--- src/source/stm_pkg.sv ---
package stm_pkg;

  // segment switching modes, one byte on the bus
  typedef enum logic [7:0] {
    transition_mode_sync_idx = 8'd0,
    transition_mode_sys_time = 8'd1,
    transition_mode_gpio     = 8'd2
  } transition_mode_t;

  localparam int num_segments   = 2;
  localparam int sync_idx_width = 16;
  localparam int rep_width      = 32;
  localparam int sys_time_width = 64;

  // all ones keeps the segment looping forever
  localparam logic [rep_width-1:0] rep_infinite = '1;

  localparam int axil_addr_width = 8;
  localparam int axil_data_width = 32;

  // ----------------------------------------------------------
  // register map
  // ----------------------------------------------------------
  localparam logic [axil_addr_width-1:0] reg_ctrl     = 8'h00;
  localparam logic [axil_addr_width-1:0] reg_mode     = 8'h04;
  localparam logic [axil_addr_width-1:0] reg_value_lo = 8'h08;
  localparam logic [axil_addr_width-1:0] reg_value_hi = 8'h0C;
  localparam logic [axil_addr_width-1:0] reg_cycle0   = 8'h10;
  localparam logic [axil_addr_width-1:0] reg_cycle1   = 8'h14;
  localparam logic [axil_addr_width-1:0] reg_rep0     = 8'h18;
  localparam logic [axil_addr_width-1:0] reg_rep1     = 8'h1C;
  localparam logic [axil_addr_width-1:0] reg_status   = 8'h20;
  localparam logic [axil_addr_width-1:0] reg_idx0     = 8'h24;
  localparam logic [axil_addr_width-1:0] reg_idx1     = 8'h28;

  // bit positions in ctrl and status
  localparam int ctrl_update_bit     = 0;
  localparam int ctrl_segment_bit    = 1;
  localparam int status_segment_bit  = 0;
  localparam int status_stop_bit     = 1;
  localparam int status_miss_bit     = 2;

endpackage

--- src/source/stm_settings_if.sv ---
`timescale 1ns/1ps

interface stm_settings_if;
  import stm_pkg::*;

  logic                      update;
  logic                      req_segment;
  transition_mode_t          mode;
  logic [sys_time_width-1:0] value;
  logic [sync_idx_width-1:0] cycle [num_segments];
  logic [rep_width-1:0]      rep [num_segments];

  modport regs (
    output update, req_segment, mode, value, cycle, rep
  );

  // the time base only needs the wrap points
  modport timebase (
    input cycle
  );

  modport swapchain (
    input update, req_segment, mode, value, cycle, rep
  );

endinterface

--- src/source/stm_axil_regs.sv ---
`timescale 1ns/1ps

module stm_axil_regs (
  input  logic                                   CLK,
  input  logic                                   reset,
  input  logic [stm_pkg::axil_addr_width-1:0]    awaddr,
  input  logic                                   awvalid,
  output logic                                   awready,
  input  logic [stm_pkg::axil_data_width-1:0]    wdata,
  input  logic [stm_pkg::axil_data_width/8-1:0]  wstrb,
  input  logic                                   wvalid,
  output logic                                   wready,
  output logic [1:0]                             bresp,
  output logic                                   bvalid,
  input  logic                                   bready,
  input  logic [stm_pkg::axil_addr_width-1:0]    araddr,
  input  logic                                   arvalid,
  output logic                                   arready,
  output logic [stm_pkg::axil_data_width-1:0]    rdata,
  output logic [1:0]                             rresp,
  output logic                                   rvalid,
  input  logic                                   rready,
  stm_settings_if.regs                           settings,
  input  logic                                   stop,
  input  logic                                   segment,
  input  logic [stm_pkg::sync_idx_width-1:0]     idx [stm_pkg::num_segments],
  input  logic                                   err_miss
);
  import stm_pkg::*;

  localparam int strb_width = axil_data_width / 8;

  logic                       wr_start;
  logic                       wr_fire;
  logic                       rd_start;
  logic                       rd_fire;
  logic [axil_data_width-1:0] wr_old;
  logic [axil_data_width-1:0] wr_merged;

  // current content of a register as seen on the read channel
  function automatic logic [axil_data_width-1:0] reg_value(
    input logic [axil_addr_width-1:0] addr
  );
    logic [axil_data_width-1:0] v;
    v = '0;
    case (addr)
      reg_ctrl:     v[ctrl_segment_bit] = settings.req_segment;
      reg_mode:     v[7:0] = settings.mode;
      reg_value_lo: v = settings.value[31:0];
      reg_value_hi: v = settings.value[63:32];
      reg_cycle0:   v[sync_idx_width-1:0] = settings.cycle[0];
      reg_cycle1:   v[sync_idx_width-1:0] = settings.cycle[1];
      reg_rep0:     v = settings.rep[0];
      reg_rep1:     v = settings.rep[1];
      reg_status: begin
        v[status_segment_bit] = segment;
        v[status_stop_bit]    = stop;
        v[status_miss_bit]    = err_miss;
      end
      reg_idx0:     v[sync_idx_width-1:0] = idx[0];
      reg_idx1:     v[sync_idx_width-1:0] = idx[1];
      default:      v = '0;
    endcase
    return v;
  endfunction

  function automatic logic [axil_data_width-1:0] apply_strb(
    input logic [axil_data_width-1:0] old_v,
    input logic [axil_data_width-1:0] new_v,
    input logic [strb_width-1:0]      strb
  );
    logic [axil_data_width-1:0] res;
    res = old_v;
    for (int i = 0; i < strb_width; i++) begin
      if (strb[i]) begin
        res[8*i +: 8] = new_v[8*i +: 8];
      end
    end
    return res;
  endfunction

  // ----------------------------------------------------------
  // handshakes
  // ----------------------------------------------------------
  // no new write while a response is still pending
  assign wr_start = awvalid && wvalid && !awready && !bvalid;
  assign wr_fire  = awvalid && awready;
  assign rd_start = arvalid && !arready && !rvalid;
  assign rd_fire  = arvalid && arready;

  assign bresp = 2'b00;
  assign rresp = 2'b00;

  always_comb begin
    wr_old    = reg_value(awaddr);
    wr_merged = apply_strb(wr_old, wdata, wstrb);
  end

  always_ff @(posedge CLK) begin
    if (reset) begin
      awready              <= 1'b0;
      wready               <= 1'b0;
      bvalid               <= 1'b0;
      arready              <= 1'b0;
      rvalid               <= 1'b0;
      settings.update      <= 1'b0;
      settings.req_segment <= 1'b0;
      settings.mode        <= transition_mode_sync_idx;
      settings.value       <= '0;
      settings.cycle       <= '{default: '0};
      settings.rep         <= '{default: '0};
    end else begin
      awready <= wr_start;
      wready  <= wr_start;
      arready <= rd_start;

      // update fires after the other fields have settled
      settings.update <= wr_fire && (awaddr == reg_ctrl) &&
                         wstrb[0] && wdata[ctrl_update_bit];

      if (wr_fire) begin
        bvalid <= 1'b1;
      end else if (bready) begin
        bvalid <= 1'b0;
      end

      if (rd_fire) begin
        rvalid <= 1'b1;
      end else if (rready) begin
        rvalid <= 1'b0;
      end

      if (wr_fire) begin
        case (awaddr)
          reg_ctrl:     settings.req_segment <= wr_merged[ctrl_segment_bit];
          reg_mode:     settings.mode <= transition_mode_t'(wr_merged[7:0]);
          reg_value_lo: settings.value[31:0] <= wr_merged;
          reg_value_hi: settings.value[63:32] <= wr_merged;
          reg_cycle0:   settings.cycle[0] <= wr_merged[sync_idx_width-1:0];
          reg_cycle1:   settings.cycle[1] <= wr_merged[sync_idx_width-1:0];
          reg_rep0:     settings.rep[0] <= wr_merged;
          reg_rep1:     settings.rep[1] <= wr_merged;
          default: begin
          end
        endcase
      end
    end
  end

  // read data is sampled at the address handshake
  always_ff @(posedge CLK) begin
    if (rd_fire) begin
      rdata <= reg_value(araddr);
    end
  end

endmodule

--- src/source/stm_timebase.sv ---
`timescale 1ns/1ps

module stm_timebase #(
  parameter int unsigned tick_div = 4
) (
  input  logic                               CLK,
  input  logic                               reset,
  stm_settings_if.timebase                   settings,
  output logic [stm_pkg::sys_time_width-1:0] sys_time,
  output logic [stm_pkg::sync_idx_width-1:0] sync_idx [stm_pkg::num_segments]
);
  import stm_pkg::*;

  localparam int presc_width = (tick_div > 1) ? $clog2(tick_div) : 1;
  localparam logic [presc_width-1:0] presc_last = presc_width'(tick_div - 1);

  logic [presc_width-1:0] presc;
  logic                   tick;

  // free running system time
  always_ff @(posedge CLK) begin
    if (reset) begin
      sys_time <= '0;
    end else begin
      sys_time <= sys_time + 1'b1;
    end
  end

  // ----------------------------------------------------------
  // prescaler
  // ----------------------------------------------------------
  assign tick = (presc == presc_last);

  always_ff @(posedge CLK) begin
    if (reset) begin
      presc <= '0;
    end else if (tick) begin
      presc <= '0;
    end else begin
      presc <= presc + 1'b1;
    end
  end

  // ----------------------------------------------------------
  // sync index per segment
  // ----------------------------------------------------------
  for (genvar s = 0; s < num_segments; s++) begin : g_seg
    always_ff @(posedge CLK) begin
      if (reset) begin
        sync_idx[s] <= '0;
      end else if (tick) begin
        // >= also recovers when the cycle is lowered under the index
        if (sync_idx[s] >= settings.cycle[s]) begin
          sync_idx[s] <= '0;
        end else begin
          sync_idx[s] <= sync_idx[s] + 1'b1;
        end
      end
    end
  end

endmodule

--- src/source/stm_swapchain.sv ---
`timescale 1ns/1ps

module stm_swapchain (
  input  logic                               CLK,
  input  logic                               reset,
  stm_settings_if.swapchain                  settings,
  input  logic [stm_pkg::sys_time_width-1:0] sys_time,
  input  logic [stm_pkg::sync_idx_width-1:0] sync_idx [stm_pkg::num_segments],
  input  logic [3:0]                         gpio_in,
  output logic                               stop,
  output logic                               segment,
  output logic [stm_pkg::sync_idx_width-1:0] idx [stm_pkg::num_segments],
  output logic                               err_miss
);
  import stm_pkg::*;

  typedef enum logic [1:0] {
    wait_start,
    finite_loop,
    infinite_loop
  } state_t;

  typedef enum logic {
    idx_mode_sync_idx,
    idx_mode_tic
  } idx_mode_t;

  state_t                    state;
  idx_mode_t                 idx_mode;
  logic                      req_segment;
  transition_mode_t          transition_mode;
  logic [sys_time_width-1:0] transition_value;
  logic [rep_width-1:0]      rep;
  logic [rep_width-1:0]      loop_cnt;
  logic [sync_idx_width-1:0] idx_old [num_segments];
  logic [sync_idx_width-1:0] tic_idx [num_segments];
  logic                      idx_changed [num_segments];
  logic                      target_wrap;
  logic                      cur_wrap;
  logic                      time_reached;
  logic                      time_missed;

  always_comb begin
    for (int s = 0; s < num_segments; s++) begin
      idx_changed[s] = (idx_old[s] != sync_idx[s]);
      idx[s] = (idx_mode == idx_mode_tic) ? tic_idx[s] : idx_old[s];
    end
  end

  assign target_wrap  = idx_changed[req_segment] && (sync_idx[req_segment] == '0);
  assign cur_wrap     = idx_changed[segment] && (sync_idx[segment] == '0);
  assign time_reached = (sys_time >= transition_value);
  // checked against the incoming request, not the armed value
  assign time_missed  = (settings.value < sys_time);

  always_ff @(posedge CLK) begin
    if (reset) begin
      idx_old <= '{default: '0};
    end else begin
      idx_old <= sync_idx;
    end
  end

  // ----------------------------------------------------------
  // transition FSM
  // ----------------------------------------------------------
  always_ff @(posedge CLK) begin
    if (reset) begin
      state    <= infinite_loop;
      idx_mode <= idx_mode_sync_idx;
      stop     <= 1'b0;
      err_miss <= 1'b0;
      segment  <= 1'b0;
      loop_cnt <= '0;
      tic_idx  <= '{default: '0};
    end else if (settings.update) begin
      if (settings.req_segment == segment) begin
        stop     <= 1'b0;
        err_miss <= 1'b0;
        idx_mode <= idx_mode_sync_idx;
        state    <= infinite_loop;
      end else if (settings.rep[settings.req_segment] == rep_infinite) begin
        stop     <= 1'b0;
        err_miss <= 1'b0;
        segment  <= settings.req_segment;
        idx_mode <= idx_mode_sync_idx;
        state    <= infinite_loop;
      end else if ((settings.mode == transition_mode_sys_time) && time_missed) begin
        err_miss <= 1'b1;
        state    <= infinite_loop;
      end else begin
        err_miss         <= 1'b0;
        rep              <= settings.rep[settings.req_segment];
        transition_mode  <= settings.mode;
        transition_value <= settings.value;
        req_segment      <= settings.req_segment;
        state            <= wait_start;
      end
    end else begin
      case (state)
        wait_start: begin
          case (transition_mode)
            transition_mode_sync_idx: begin
              if (target_wrap) begin
                stop     <= 1'b0;
                loop_cnt <= '0;
                segment  <= req_segment;
                idx_mode <= idx_mode_sync_idx;
                state    <= finite_loop;
              end
            end
            transition_mode_sys_time: begin
              if (time_reached) begin
                stop     <= 1'b0;
                loop_cnt <= '0;
                segment  <= req_segment;
                idx_mode <= idx_mode_sync_idx;
                state    <= finite_loop;
              end
            end
            transition_mode_gpio: begin
              if (idx_changed[req_segment] && gpio_in[transition_value[1:0]]) begin
                stop                 <= 1'b0;
                loop_cnt             <= '0;
                segment              <= req_segment;
                idx_mode             <= idx_mode_tic;
                tic_idx[req_segment] <= '0;
                state                <= finite_loop;
              end
            end
            default: begin
              // unknown mode waits for the next request
              state <= wait_start;
            end
          endcase
        end
        finite_loop: begin
          if (idx_mode == idx_mode_sync_idx) begin
            if (cur_wrap) begin
              if (loop_cnt == rep) begin
                stop <= 1'b1;
              end else begin
                loop_cnt <= loop_cnt + 1'b1;
              end
            end
          end else if (idx_changed[segment]) begin
            // tic mode counts its own index against the cycle
            if (tic_idx[segment] >= settings.cycle[segment]) begin
              tic_idx[segment] <= '0;
              if (loop_cnt == rep) begin
                stop <= 1'b1;
              end else begin
                loop_cnt <= loop_cnt + 1'b1;
              end
            end else begin
              tic_idx[segment] <= tic_idx[segment] + 1'b1;
            end
          end
        end
        infinite_loop: begin
          state <= infinite_loop;
        end
        default: begin
          state <= infinite_loop;
        end
      endcase
    end
  end

endmodule

--- src/source/stm_top.sv ---
`timescale 1ns/1ps

module stm_top #(
  parameter int unsigned tick_div = 4
) (
  input  logic                                   CLK,
  input  logic                                   reset,
  input  logic [stm_pkg::axil_addr_width-1:0]    awaddr,
  input  logic                                   awvalid,
  output logic                                   awready,
  input  logic [stm_pkg::axil_data_width-1:0]    wdata,
  input  logic [stm_pkg::axil_data_width/8-1:0]  wstrb,
  input  logic                                   wvalid,
  output logic                                   wready,
  output logic [1:0]                             bresp,
  output logic                                   bvalid,
  input  logic                                   bready,
  input  logic [stm_pkg::axil_addr_width-1:0]    araddr,
  input  logic                                   arvalid,
  output logic                                   arready,
  output logic [stm_pkg::axil_data_width-1:0]    rdata,
  output logic [1:0]                             rresp,
  output logic                                   rvalid,
  input  logic                                   rready,
  input  logic [3:0]                             gpio_in,
  output logic                                   stop,
  output logic                                   segment,
  output logic [stm_pkg::sync_idx_width-1:0]     idx0,
  output logic [stm_pkg::sync_idx_width-1:0]     idx1,
  output logic                                   err_miss
);
  import stm_pkg::*;

  logic [sys_time_width-1:0] sys_time;
  logic [sync_idx_width-1:0] sync_idx [num_segments];
  logic [sync_idx_width-1:0] idx [num_segments];

  stm_settings_if settings ();

  stm_axil_regs u_regs (
    .CLK      (CLK),
    .reset    (reset),
    .awaddr   (awaddr),
    .awvalid  (awvalid),
    .awready  (awready),
    .wdata    (wdata),
    .wstrb    (wstrb),
    .wvalid   (wvalid),
    .wready   (wready),
    .bresp    (bresp),
    .bvalid   (bvalid),
    .bready   (bready),
    .araddr   (araddr),
    .arvalid  (arvalid),
    .arready  (arready),
    .rdata    (rdata),
    .rresp    (rresp),
    .rvalid   (rvalid),
    .rready   (rready),
    .settings (settings),
    .stop     (stop),
    .segment  (segment),
    .idx      (idx),
    .err_miss (err_miss)
  );

  stm_timebase #(
    .tick_div (tick_div)
  ) u_timebase (
    .CLK      (CLK),
    .reset    (reset),
    .settings (settings),
    .sys_time (sys_time),
    .sync_idx (sync_idx)
  );

  stm_swapchain u_swapchain (
    .CLK      (CLK),
    .reset    (reset),
    .settings (settings),
    .sys_time (sys_time),
    .sync_idx (sync_idx),
    .gpio_in  (gpio_in),
    .stop     (stop),
    .segment  (segment),
    .idx      (idx),
    .err_miss (err_miss)
  );

  assign idx0 = idx[0];
  assign idx1 = idx[1];

endmodule

--- config.mk ---
export PLATFORM = sky130hd
export DESIGN_NAME = stm_top
export DESIGN_NICKNAME = d
export VERILOG_FILES = /design/src/source/stm_pkg.sv /design/src/source/stm_settings_if.sv /design/src/source/stm_axil_regs.sv /design/src/source/stm_timebase.sv /design/src/source/stm_swapchain.sv /design/src/source/stm_top.sv
export SDC_FILE = /design/constraint.sdc
export NUM_CORES = 1
export LEC_CHECK = 0
export BUFFER_PORTS_ARGS = -buffer_cell sky130_fd_sc_hd__buf_2
export CAP_MARGIN = 10
export CORE_MARGIN = 2
export CORE_UTILIZATION = 45
export CTS_BUF_LIST = sky130_fd_sc_hd__clkbuf_16
export DETAILED_ROUTE_END_ITERATION = 12
export HOLD_SLACK_MARGIN = 0.02
export PLACE_DENSITY = 0.72
export SYNTH_ARGS = -nofsm -noshare
export SYNTH_HDL_FRONTEND = slang
export SYNTH_SLANG_ARGS = --single-unit
--- constraint.sdc ---
create_clock -name CLK -period 5.5 [get_ports CLK]
set_clock_uncertainty 0.05 [all_clocks]
set_input_delay 0.55 -clock CLK [delete_from_list [all_inputs] [get_ports CLK]]
set_output_delay 0.55 -clock CLK [all_outputs]
set_load 0.05 [all_outputs]
### Word-level counts from Yosys, hierarchy flattened

Cells that the tools add are included.

* memories kept: 0
* logic and storage cells: 269
* output and inout port bits: 76
* bits in registers: 511
* bits in latches: 0
* ROM bits: 0
* bits in writable memories: 0

* bitwise operators: 12
* equality and inequality tests: 55
* div/mod/pow operators: 0
* shift operators: 0
* reductions and logical operators: 48
* multipliers: 0
* $add $sub $neg: 6
* muxes and demuxes: 105
* $lt $le $gt $ge: 11

Operators with widths (number)
* 32-bit 2-to-1 mux: 16
* 16-bit 2-to-1 mux: 18
* 32-bit case mux with 2 select lines: 2
* 32-bit case mux with 3 select lines: 1
* 5-bit case mux with 9 select lines: 2
* 64-bit by 1-bit adder with 64-bit output, second input constant: 1
* 32-bit AND: 2
* 8-bit by 5-bit equality test with 1-bit output, second input constant: 8
* 64-bit greater-or-equal comparator: 1
* 64-bit < comparator: 1
* 32-bit inverter: 2
* 16-bit case mux with 4 select lines: 1
* 8-bit case mux with 8 select lines: 1
* 16-bit by 1-bit adder with 16-bit output, second input constant: 3
* 8-bit by 6-bit equality test with 1-bit output, second input constant: 6
* 16-bit greater-or-equal comparator: 3
* 16-bit case mux with 3 select lines: 1
* 1-bit case mux with 10 select lines: 4
* 8-bit case mux with 5 select lines: 1
* 1-bit 2-to-1 mux: 35
* 32-bit by 1-bit adder with 32-bit output, second input constant: 1
* 32-bit bitwise mux: 1
* 16-bit demux with 1-bit select: 2
* 32-bit equality test: 1
* 48 further kinds: 123

### Logic depth before layout (Yosys ltp)

Gate-level depths: netlist (run 1).

* word-level depth: 11
* gate-level depth with buffers: 16

### Hierarchy

From an unflattened synthesis (run 1), not the netlist that was laid out.

* cells, all modules: 3200
* area total of the unflattened synthesis: 29390.7 µm²

By module, submodules not included
* stm_swapchain: instances 1, area an instance 13550.5 µm², cells an instance 1389
* stm_axil_regs: instances 1, area an instance 10572.6 µm², cells an instance 1180
* stm_timebase: instances 1, area an instance 5267.6 µm², cells an instance 631

### Worst setup path before layout (run 1)

OpenSTA, ideal clock, no wires.

* path kind: register to register
* start point: reg u_swapchain.segment
* end point: reg u_swapchain.rep[0], enable pin
* period minus slack after synthesis: 4.939 ns
* data required time: 4.974 ns
* library setup time: 0.476 ns
* buffers on the path: 3
* cell stages (with the launch flop): 8
* arrival: 4.413 ns
* setup slack: 0.561 ns
* cells stage by stage: dfxtp_1 buf_2 buf_2 buf_1 xor2_1 nand2_1 nor3b_1 and2_1

* word-level cells in the longest chain between the ends: 3

RTL lines
* from (decl): line stm_swapchain.sv:11 `output logic segment,`
* from (signal assigned): line stm_swapchain.sv:85 `segment <= settings.req_segment;`
* from (signal assigned): line stm_swapchain.sv:107 `segment <= req_segment;`
* from (signal assigned): line stm_swapchain.sv:116 `segment <= req_segment;`
* 1-bit equality test: line stm_swapchain.sv:77 `if (settings.req_segment == segment) begin`
* 1-bit inverter (no source line)
* 5-bit AND reduction (no source line)
* to (signal assigned): line stm_swapchain.sv:93 `rep <= settings.rep[settings.req_segment];`
* to (decl): line stm_swapchain.sv:33 `logic [rep_width-1:0] rep;`

Every way passes these cells.
A chain may end at the register's enable or synchronous reset.

### Final worst setup path (run 1)

* start point: reg u_swapchain.segment
* end point: reg u_swapchain.loop_cnt[15]

* word-level cells in the longest chain between the ends: 8
* elaborated cells on any way between the ends: 20

RTL lines
* 1-bit inverter with 2-bit output (implied by the code) *: line stm_swapchain.sv:51, stm_swapchain.sv:146, stm_swapchain.sv:148
* parallel branches: the longest is 6 deep, another holds 16-bit greater-or-equal comparator
* 9-bit AND reduction (no source line) *
* to (signal assigned): line stm_swapchain.sv:143 `loop_cnt <= loop_cnt + 1'b1;`
* to (signal assigned): line stm_swapchain.sv:153 `loop_cnt <= loop_cnt + 1'b1;`
* to (decl): line stm_swapchain.sv:34 `logic [rep_width-1:0] loop_cnt;`

Every way passes the cells marked *. The select of a mux whose other input is x is not followed.

==> results.md, run 1 <==
* CTS tree: built
* Top delay family on crit path: compound AO/OA/AOI/OAI gates
* Tcrit/Tclk final at 77.8%
* CTS max path bufs at 3
* Worst setup SP type: flip-flop
* Cts hold-fix bufs at 0
* Residual DRC count at 0
* Sequential Area at 0.0116 sq mm
* Worst slew pin tran at 1.22 ns
* CP Max Fanout at 28
* Post-synth EDFFs at 137
* Final ANT Viol Nets at 0
* Synth Flop Type: dfxtp_1
* Min cycle time layout at 4.28 ns
* DRT iter0 DRCs at 3151
* Initial antenna violation count at 4
* Top-count cell post-synth: nor2_1
* Sink Count at 511
* CP Data Arrival Time at 4.72 ns
* CP peak stage delay at 0.80 ns
* Worst EP required at 5.94 ns
* Layout cells sized above 1 at 11.6%
* Fmax at 234 MHz
* Yosys cell types at 87
* Count of max-cap constraint violations at 0
* Floorplan die width at 254 um
* Slowest library cell on the worst path: dfxtp_2
* Post-cts resize count at 0
* CTS buffer count at 55
* Avg Cell Area, Syn at 9.02 sq um
* Ports at 139
* Row count at 91
* Core area at 0.0618 sq mm
* Setup bufs post-CTS at 0
* Remaining global-route overflow at 0
* Largest net degree at the start of global routing at 168
* Max_slew headroom at 18.5%
* Die area at 0.0647 sq mm
* Initial Util at 45.6%
* Peak VDD IR at 0.217 mV
* Cell count after synthesis at 3129
* Placed Cells at 3964
* Cell taking the most area after synthesis: dfxtp_1
* Ranking of synthesized cells by area: dfxtp_1, edfxtp_1, ha_1, nor2_1, xnor2_1
* Power per cell area at 248 mW/mm^2
* Flop and latch count out of synthesis at 511
* Final Hold Violating Endpoints at 0
* CTS clk-pin slew, worst paths at 0.06 ns
* Crit-path cells: buf_4, mux2i_1, inv_1, ha_1, a21oi_1, o21ai_0, a21oi_1, o211ai_1, nand4_1, buf_4, buf_4, nor4_1, a41oi_1, o21ai_0
* CP bufs+invs at 4
* Fin util at 50.8%
* HPWL after DPL at 67900 um
* Fin. max-slew vios at 0
* Area taken by multi-input logic gates at 0.0152 sq mm
* Total Routing Usage GR at 28.1%
* Top cell type's share of synthesized area at 26.5%
* Leak at 12.0 nW
* Final std cells w/o fill at 4071
* Vias per cell at 6.06
* Fill count at 5709
* Clock root buffer: clkbuf_16
* Kind of critical path: flip-flop to flip-flop
* Nets at 3429
* Routability congestion estimate at 0.998
* Hold Path Class: input pin to flip-flop
* Outcome: complete, no violations
* Most used cell, CP: buf_4
* # setup viols final at 0
* Top cells by count, synth: nor2_1, dfxtp_1, inv_1, ha_1, a21oi_1
* Worst-skew pair later-pin latency at 0.64 ns
* Vias in the first global route at 22.5k
* RSZ-0062 raised after global routing: false
* IO buf count at 134
* Synth warnings at 0
* Sequential share of the synthesized area at 41.1%
* Global-route wire length before repair at 139000 um
* Drt wl/cell at 22.7 um
* CTS H-tree depth at 2
* Setup TNS at 0 ns
* Async S/R FF share, synth at 0%
* Die height at 254 um
* Post-Syn Area at 0.0282 sq mm
* Via count at 24.7k
* P&R area growth vs syn at 11.2%
* Worst setup EP type: flip-flop
* Final Routed Wirelength at 92500 um
* First-pass iteration count of the detailed router at 7
==> cell families (layout without fill, tap and decap cells) <==
family / count (synthesis) / count (layout) / synth area share, %
AO/OA/AOI/OAI: 691 / 691 / 16.7
XOR/XNOR: 162 / 162 / 5.03
adder cells (fa/ha/maj): 181 / 181 / 8.02
buffers and inverters: 374 / 473 / 5.19
flip-flops: 511 / 511 / 41.1
multiplexers: 146 / 146 / 5.51
other: 1 / 7 / 0.0133
AND/OR/NAND/NOR: 1063 / 1063 / 18.5
==> routing by layer <==
layer / global-route usage (%) / routed length, um / vias to the layer above
li1: - / - / 11500
met1: 39.7 / 39200 / 11700
met2: 42.3 / 39500 / 1278
met3: 5.18 / 9500 / 222
met4: 11.5 / 4300 / 0
met5: 0 / 0 / -
==> stage by stage <==
step	power, W	hold WS (ns)	area, sq um	worst slack (ns)
floorplan	0.00412	0.354	28200	0.561
global placement	0.00422	0.370	29600	1.38
detailed placement	0.00422	0.371	29600	1.34
CTS	0.00782	0.117	31400	1.27
global route	0.00798	0.140	31400	1.01
finish	0.00780	0.128	31400	1.22
==> power by group <==
part	leakage, nW	internal [W]	total (W)	switching, W
logic	7.07	0.0000668	0.000278	0.000211
registers	4.02	0.00386	0.00387	0.0000128
clock network	0.891	0.00202	0.00365	0.00163
total	12.0	0.00594	0.00780	0.00185
==> worst paths after layout <==
kind | from | to | slack [ns] | cells past startpoint
worst max-delay path | u_swapchain.segment$_SDFFE_PP0P_ | u_swapchain.loop_cnt[15]$_SDFFE_PP0P_ | 1.22 | 14
worst min-delay path | bready | u_regs.bvalid$_SDFFE_PP0P_ | 0.13 | 3
worst min register to register | u_timebase.presc[0]$_SDFF_PP0_ | u_timebase.presc[0]$_SDFF_PP0_ | 0.38 | 1
worst max register to register | u_swapchain.segment$_SDFFE_PP0P_ | u_swapchain.loop_cnt[15]$_SDFFE_PP0P_ | 1.22 | 14
==> flip-flops by register name (all words and copies together) (netlist names), 8 cells and up <==
signal,flops
u_regs.rdata,32
u_regs.settings.cycle,32
u_regs.settings.mode,8
u_regs.settings.rep,64
u_regs.settings.value,64
u_swapchain.idx_old,32
u_swapchain.loop_cnt,32
u_swapchain.rep,32
u_swapchain.tic_idx,32
u_swapchain.transition_mode,8
u_swapchain.transition_value,64
u_timebase.sync_idx,32
u_timebase.sys_time,64
==> area by class of cell <==
type	instances	area share, %
Inverter	192	2.30
Clock inverter	46	1.01
Timing Repair Buffer	178	3.33
Antenna cell	3	0.0239
Multi-Input combinational cell	2247	48.5
Sequential cell	511	37.0
Tap cell	837	3.34
Clock buffer	57	4.55
==> worst reg2reg max path: cells and delay by family, from the launching register on <==
kind / cells / cell delay (ns)
AO/OA/AOI/OAI: 6 / 1.13
AND/OR/NAND/NOR: 2 / 0.43
buffers and inverters: 4 / 1.05
flip-flops: 1 / 0.80
adder cells (fa/ha/maj): 1 / 0.31
multiplexers: 1 / 0.36
==> layout by cell type (no fill, tap or decap), types with 19 or more instances in the layout <==
| master | n |
|---|---|
| a211oi_1 | 114 |
| a21o_1 | 42 |
| a21oi_1 | 180 |
| a221o_1 | 19 |
| a221oi_1 | 20 |
| a22o_1 | 20 |
| a22oi_1 | 101 |
| and3_1 | 23 |
| buf_2 | 133 |
| buf_4 | 41 |
| clkbuf_16 | 57 |
| dfxtp_1 | 371 |
| edfxtp_1 | 137 |
| ha_1 | 181 |
| inv_1 | 199 |
| mux2_2 | 64 |
| mux2i_1 | 81 |
| nand2_1 | 162 |
| nand3_1 | 93 |
| nand4_1 | 95 |
| nor2_1 | 443 |
| nor2b_1 | 46 |
| nor3_1 | 33 |
| nor4_1 | 40 |
| o21ai_0 | 82 |
| xnor2_1 | 135 |
| xor2_1 | 27 |
Power figures use the tool's default switching activity.
==> inputs of run 2 (changes only) <==
Settings changed: PLACE_DENSITY 0.72 to 0.74.
Clock period 5.5 ns to 3.5 ns, I/O delays scaled along.
==> run 2 against run 1 <==
Effect of this change: critical path type unchanged; worst hold slack lost 0.075 ns; die area unchanged; utilization increased by 2.0 points; count of clock-buffer cells in the layout decreased by 3; highest routed layer unchanged; global-route usage rose by 1.4 points; largest cell class unchanged.
==> results.md, run 2 (synthesis results as in run 1) <==
* Die height at 254 um
* Peak VDD IR at 0.359 mV
* RSZ-0062 raised after global routing: false
* DRT iter0 DRCs at 3285
* Power per cell area at 379 mW/mm^2
* CTS max path bufs at 3
* CTS clk-pin slew, worst paths at 0.06 ns
* Count of max-cap constraint violations at 0
* Setup bufs post-CTS at 0
* Clock root buffer: clkbuf_16
* Area taken by multi-input logic gates at 0.0153 sq mm
* Fmax at 304 MHz
* Hold Path Class: input pin to flip-flop
* P&R area growth vs syn at 15.6%
* Row count at 91
* Routability congestion estimate at 1.07
* Layout cells sized above 1 at 15.5%
* Nets at 3577
* Worst setup EP type: flip-flop
* Outcome: complete, no violations
* Largest net degree at the start of global routing at 99
* Worst-skew pair later-pin latency at 0.64 ns
* Final Routed Wirelength at 97400 um
* HPWL after DPL at 72800 um
* Sequential Area at 0.0116 sq mm
* Min cycle time layout at 3.29 ns
* CP Data Arrival Time at 3.76 ns
* Setup WS pre-CTS at -0.221 ns
* Vias in the first global route at 23.7k
* Worst slew pin tran at 1.24 ns
* First-pass iteration count of the detailed router at 6
* Drt wl/cell at 23.1 um
* Kind of critical path: flip-flop to flip-flop
* Final std cells w/o fill at 4217
* Die area at 0.0647 sq mm
* Fill count at 5559
* Core area at 0.0618 sq mm
* CP Max Fanout at 23
* Fin. max-slew vios at 0
* CTS H-tree depth at 2
* Floorplan die width at 254 um
* Most frequent cells in the layout: nor2_1, dfxtp_1, inv_1
* Initial antenna violation count at 2
* Initial Util at 45.6%
* CTS buffer count at 54
* Final Hold Violating Endpoints at 0
* Max_slew headroom at 17.3%
* Final ANT Viol Nets at 0
* CTS tree: built
* Global-route wire length before repair at 145000 um
* Remaining global-route overflow at 0
* Tcrit/Tclk final at 94.0%
* Total Routing Usage GR at 29.5%
* Worst EP required at 3.98 ns
* Worst setup SP type: flip-flop
* Ports at 139
* # setup viols final at 0
* Residual DRC count at 0
* IO buf count at 134
* Sink Count at 511
* Setup ws final at 0.211 ns
* Commonest non-fill, non-tap cell in the layout: nor2_1
* Via count at 25.8k
* Leak at 12.8 nW
* Overall power at 0.0124 W
* Vias per cell at 6.12
* Placed Cells at 4108
* Setup TNS at 0 ns
==> run 2: changes by cell type in the layout (fill, tap and decap cells not counted), moves of 3 or more <==
cell	change
buf_4	+141
dlygate4sd3_1	+6
clkinv_2	-5
bufinv_16	+3
clkbuf_16	-3
clkinvlp_4	+3
==> run 2: final timing paths <==
| kind | start | end | slack, ns | cells past startpoint |
|---|---|---|---|---|
| min reg2reg | u_timebase.presc[0]$_SDFF_PP0_ | u_timebase.presc[0]$_SDFF_PP0_ | 0.39 | 1 |
| max | u_swapchain.segment$_SDFFE_PP0P_ | u_swapchain.tic_idx[17]$_SDFFE_PP0P_ | 0.21 | 11 |
| min | wstrb[0] | u_regs.settings.update$_SDFF_PP0_ | 0.05 | 2 |
| max reg2reg | u_swapchain.segment$_SDFFE_PP0P_ | u_swapchain.tic_idx[17]$_SDFFE_PP0P_ | 0.21 | 11 |
==> run 2: layout make-up <==
type	instances	area share, %
Multi-Input combinational cell	2247	46.8
Inverter	192	2.21
Tap cell	837	3.21
Antenna cell	2	0.0153
Clock inverter	47	1.30
Timing Repair Buffer	327	6.74
Clock buffer	54	4.14
Sequential cell	511	35.6
==> run 2: worst max-delay path: stages (launching register included) <==
cell,delay (ns)
dfxtp_4,0.54
mux2_2,0.41
ha_1,0.31
nand2_1,0.07
nor2_1,0.19
nand3_1,0.20
o21ai_1,0.37
o31ai_1,0.17
a21oi_1,0.29
a31oi_1,0.13
buf_4,0.22
a22o_1,0.24
==> run 2: report_power, final <==
part,internal [W],leakage [nW],switching (W)
Combinational,0.000125,7.89,0.000352
Clock,0.00327,0.885,0.00255
Sequential,0.00606,4.02,0.0000171
==> run 2: routing by layer <==
layer  routed length (um)  part of all wire [%]  track usage, %  vias to the layer above
met5                    0                     0               0                        -
met3                11100                    11            7.80                      262
li1                     -                     -               -                    11800
met4                 5400                   5.5            14.9                        0
met1                39700                    41            39.6                    12300
met2                41100                    42            43.7                     1498
==> run 2: what timing repair did <==
action                                  in CTS  in global routing
pin swaps                                    0                  0
endpoints found under the setup margin      22                 54
resized for setup                            3                  9
hold endpoints to repair                     5                  0
hold buffers                                 6                  0
==> run 2: per-stage QoR <==
step / util (%) / hold WS [ns] / instance area [sq um]
2_1_floorplan: - / 0.354 / 28300
3_3_place_gp: 49.7 / 0.369 / 30700
3_5_place_dp: 49.7 / 0.382 / 30700
4_1_cts: 52.7 / 0.0333 / 32600
5_1_grt: 52.8 / 0.0454 / 32600
6_report: 52.8 / 0.0536 / 32600
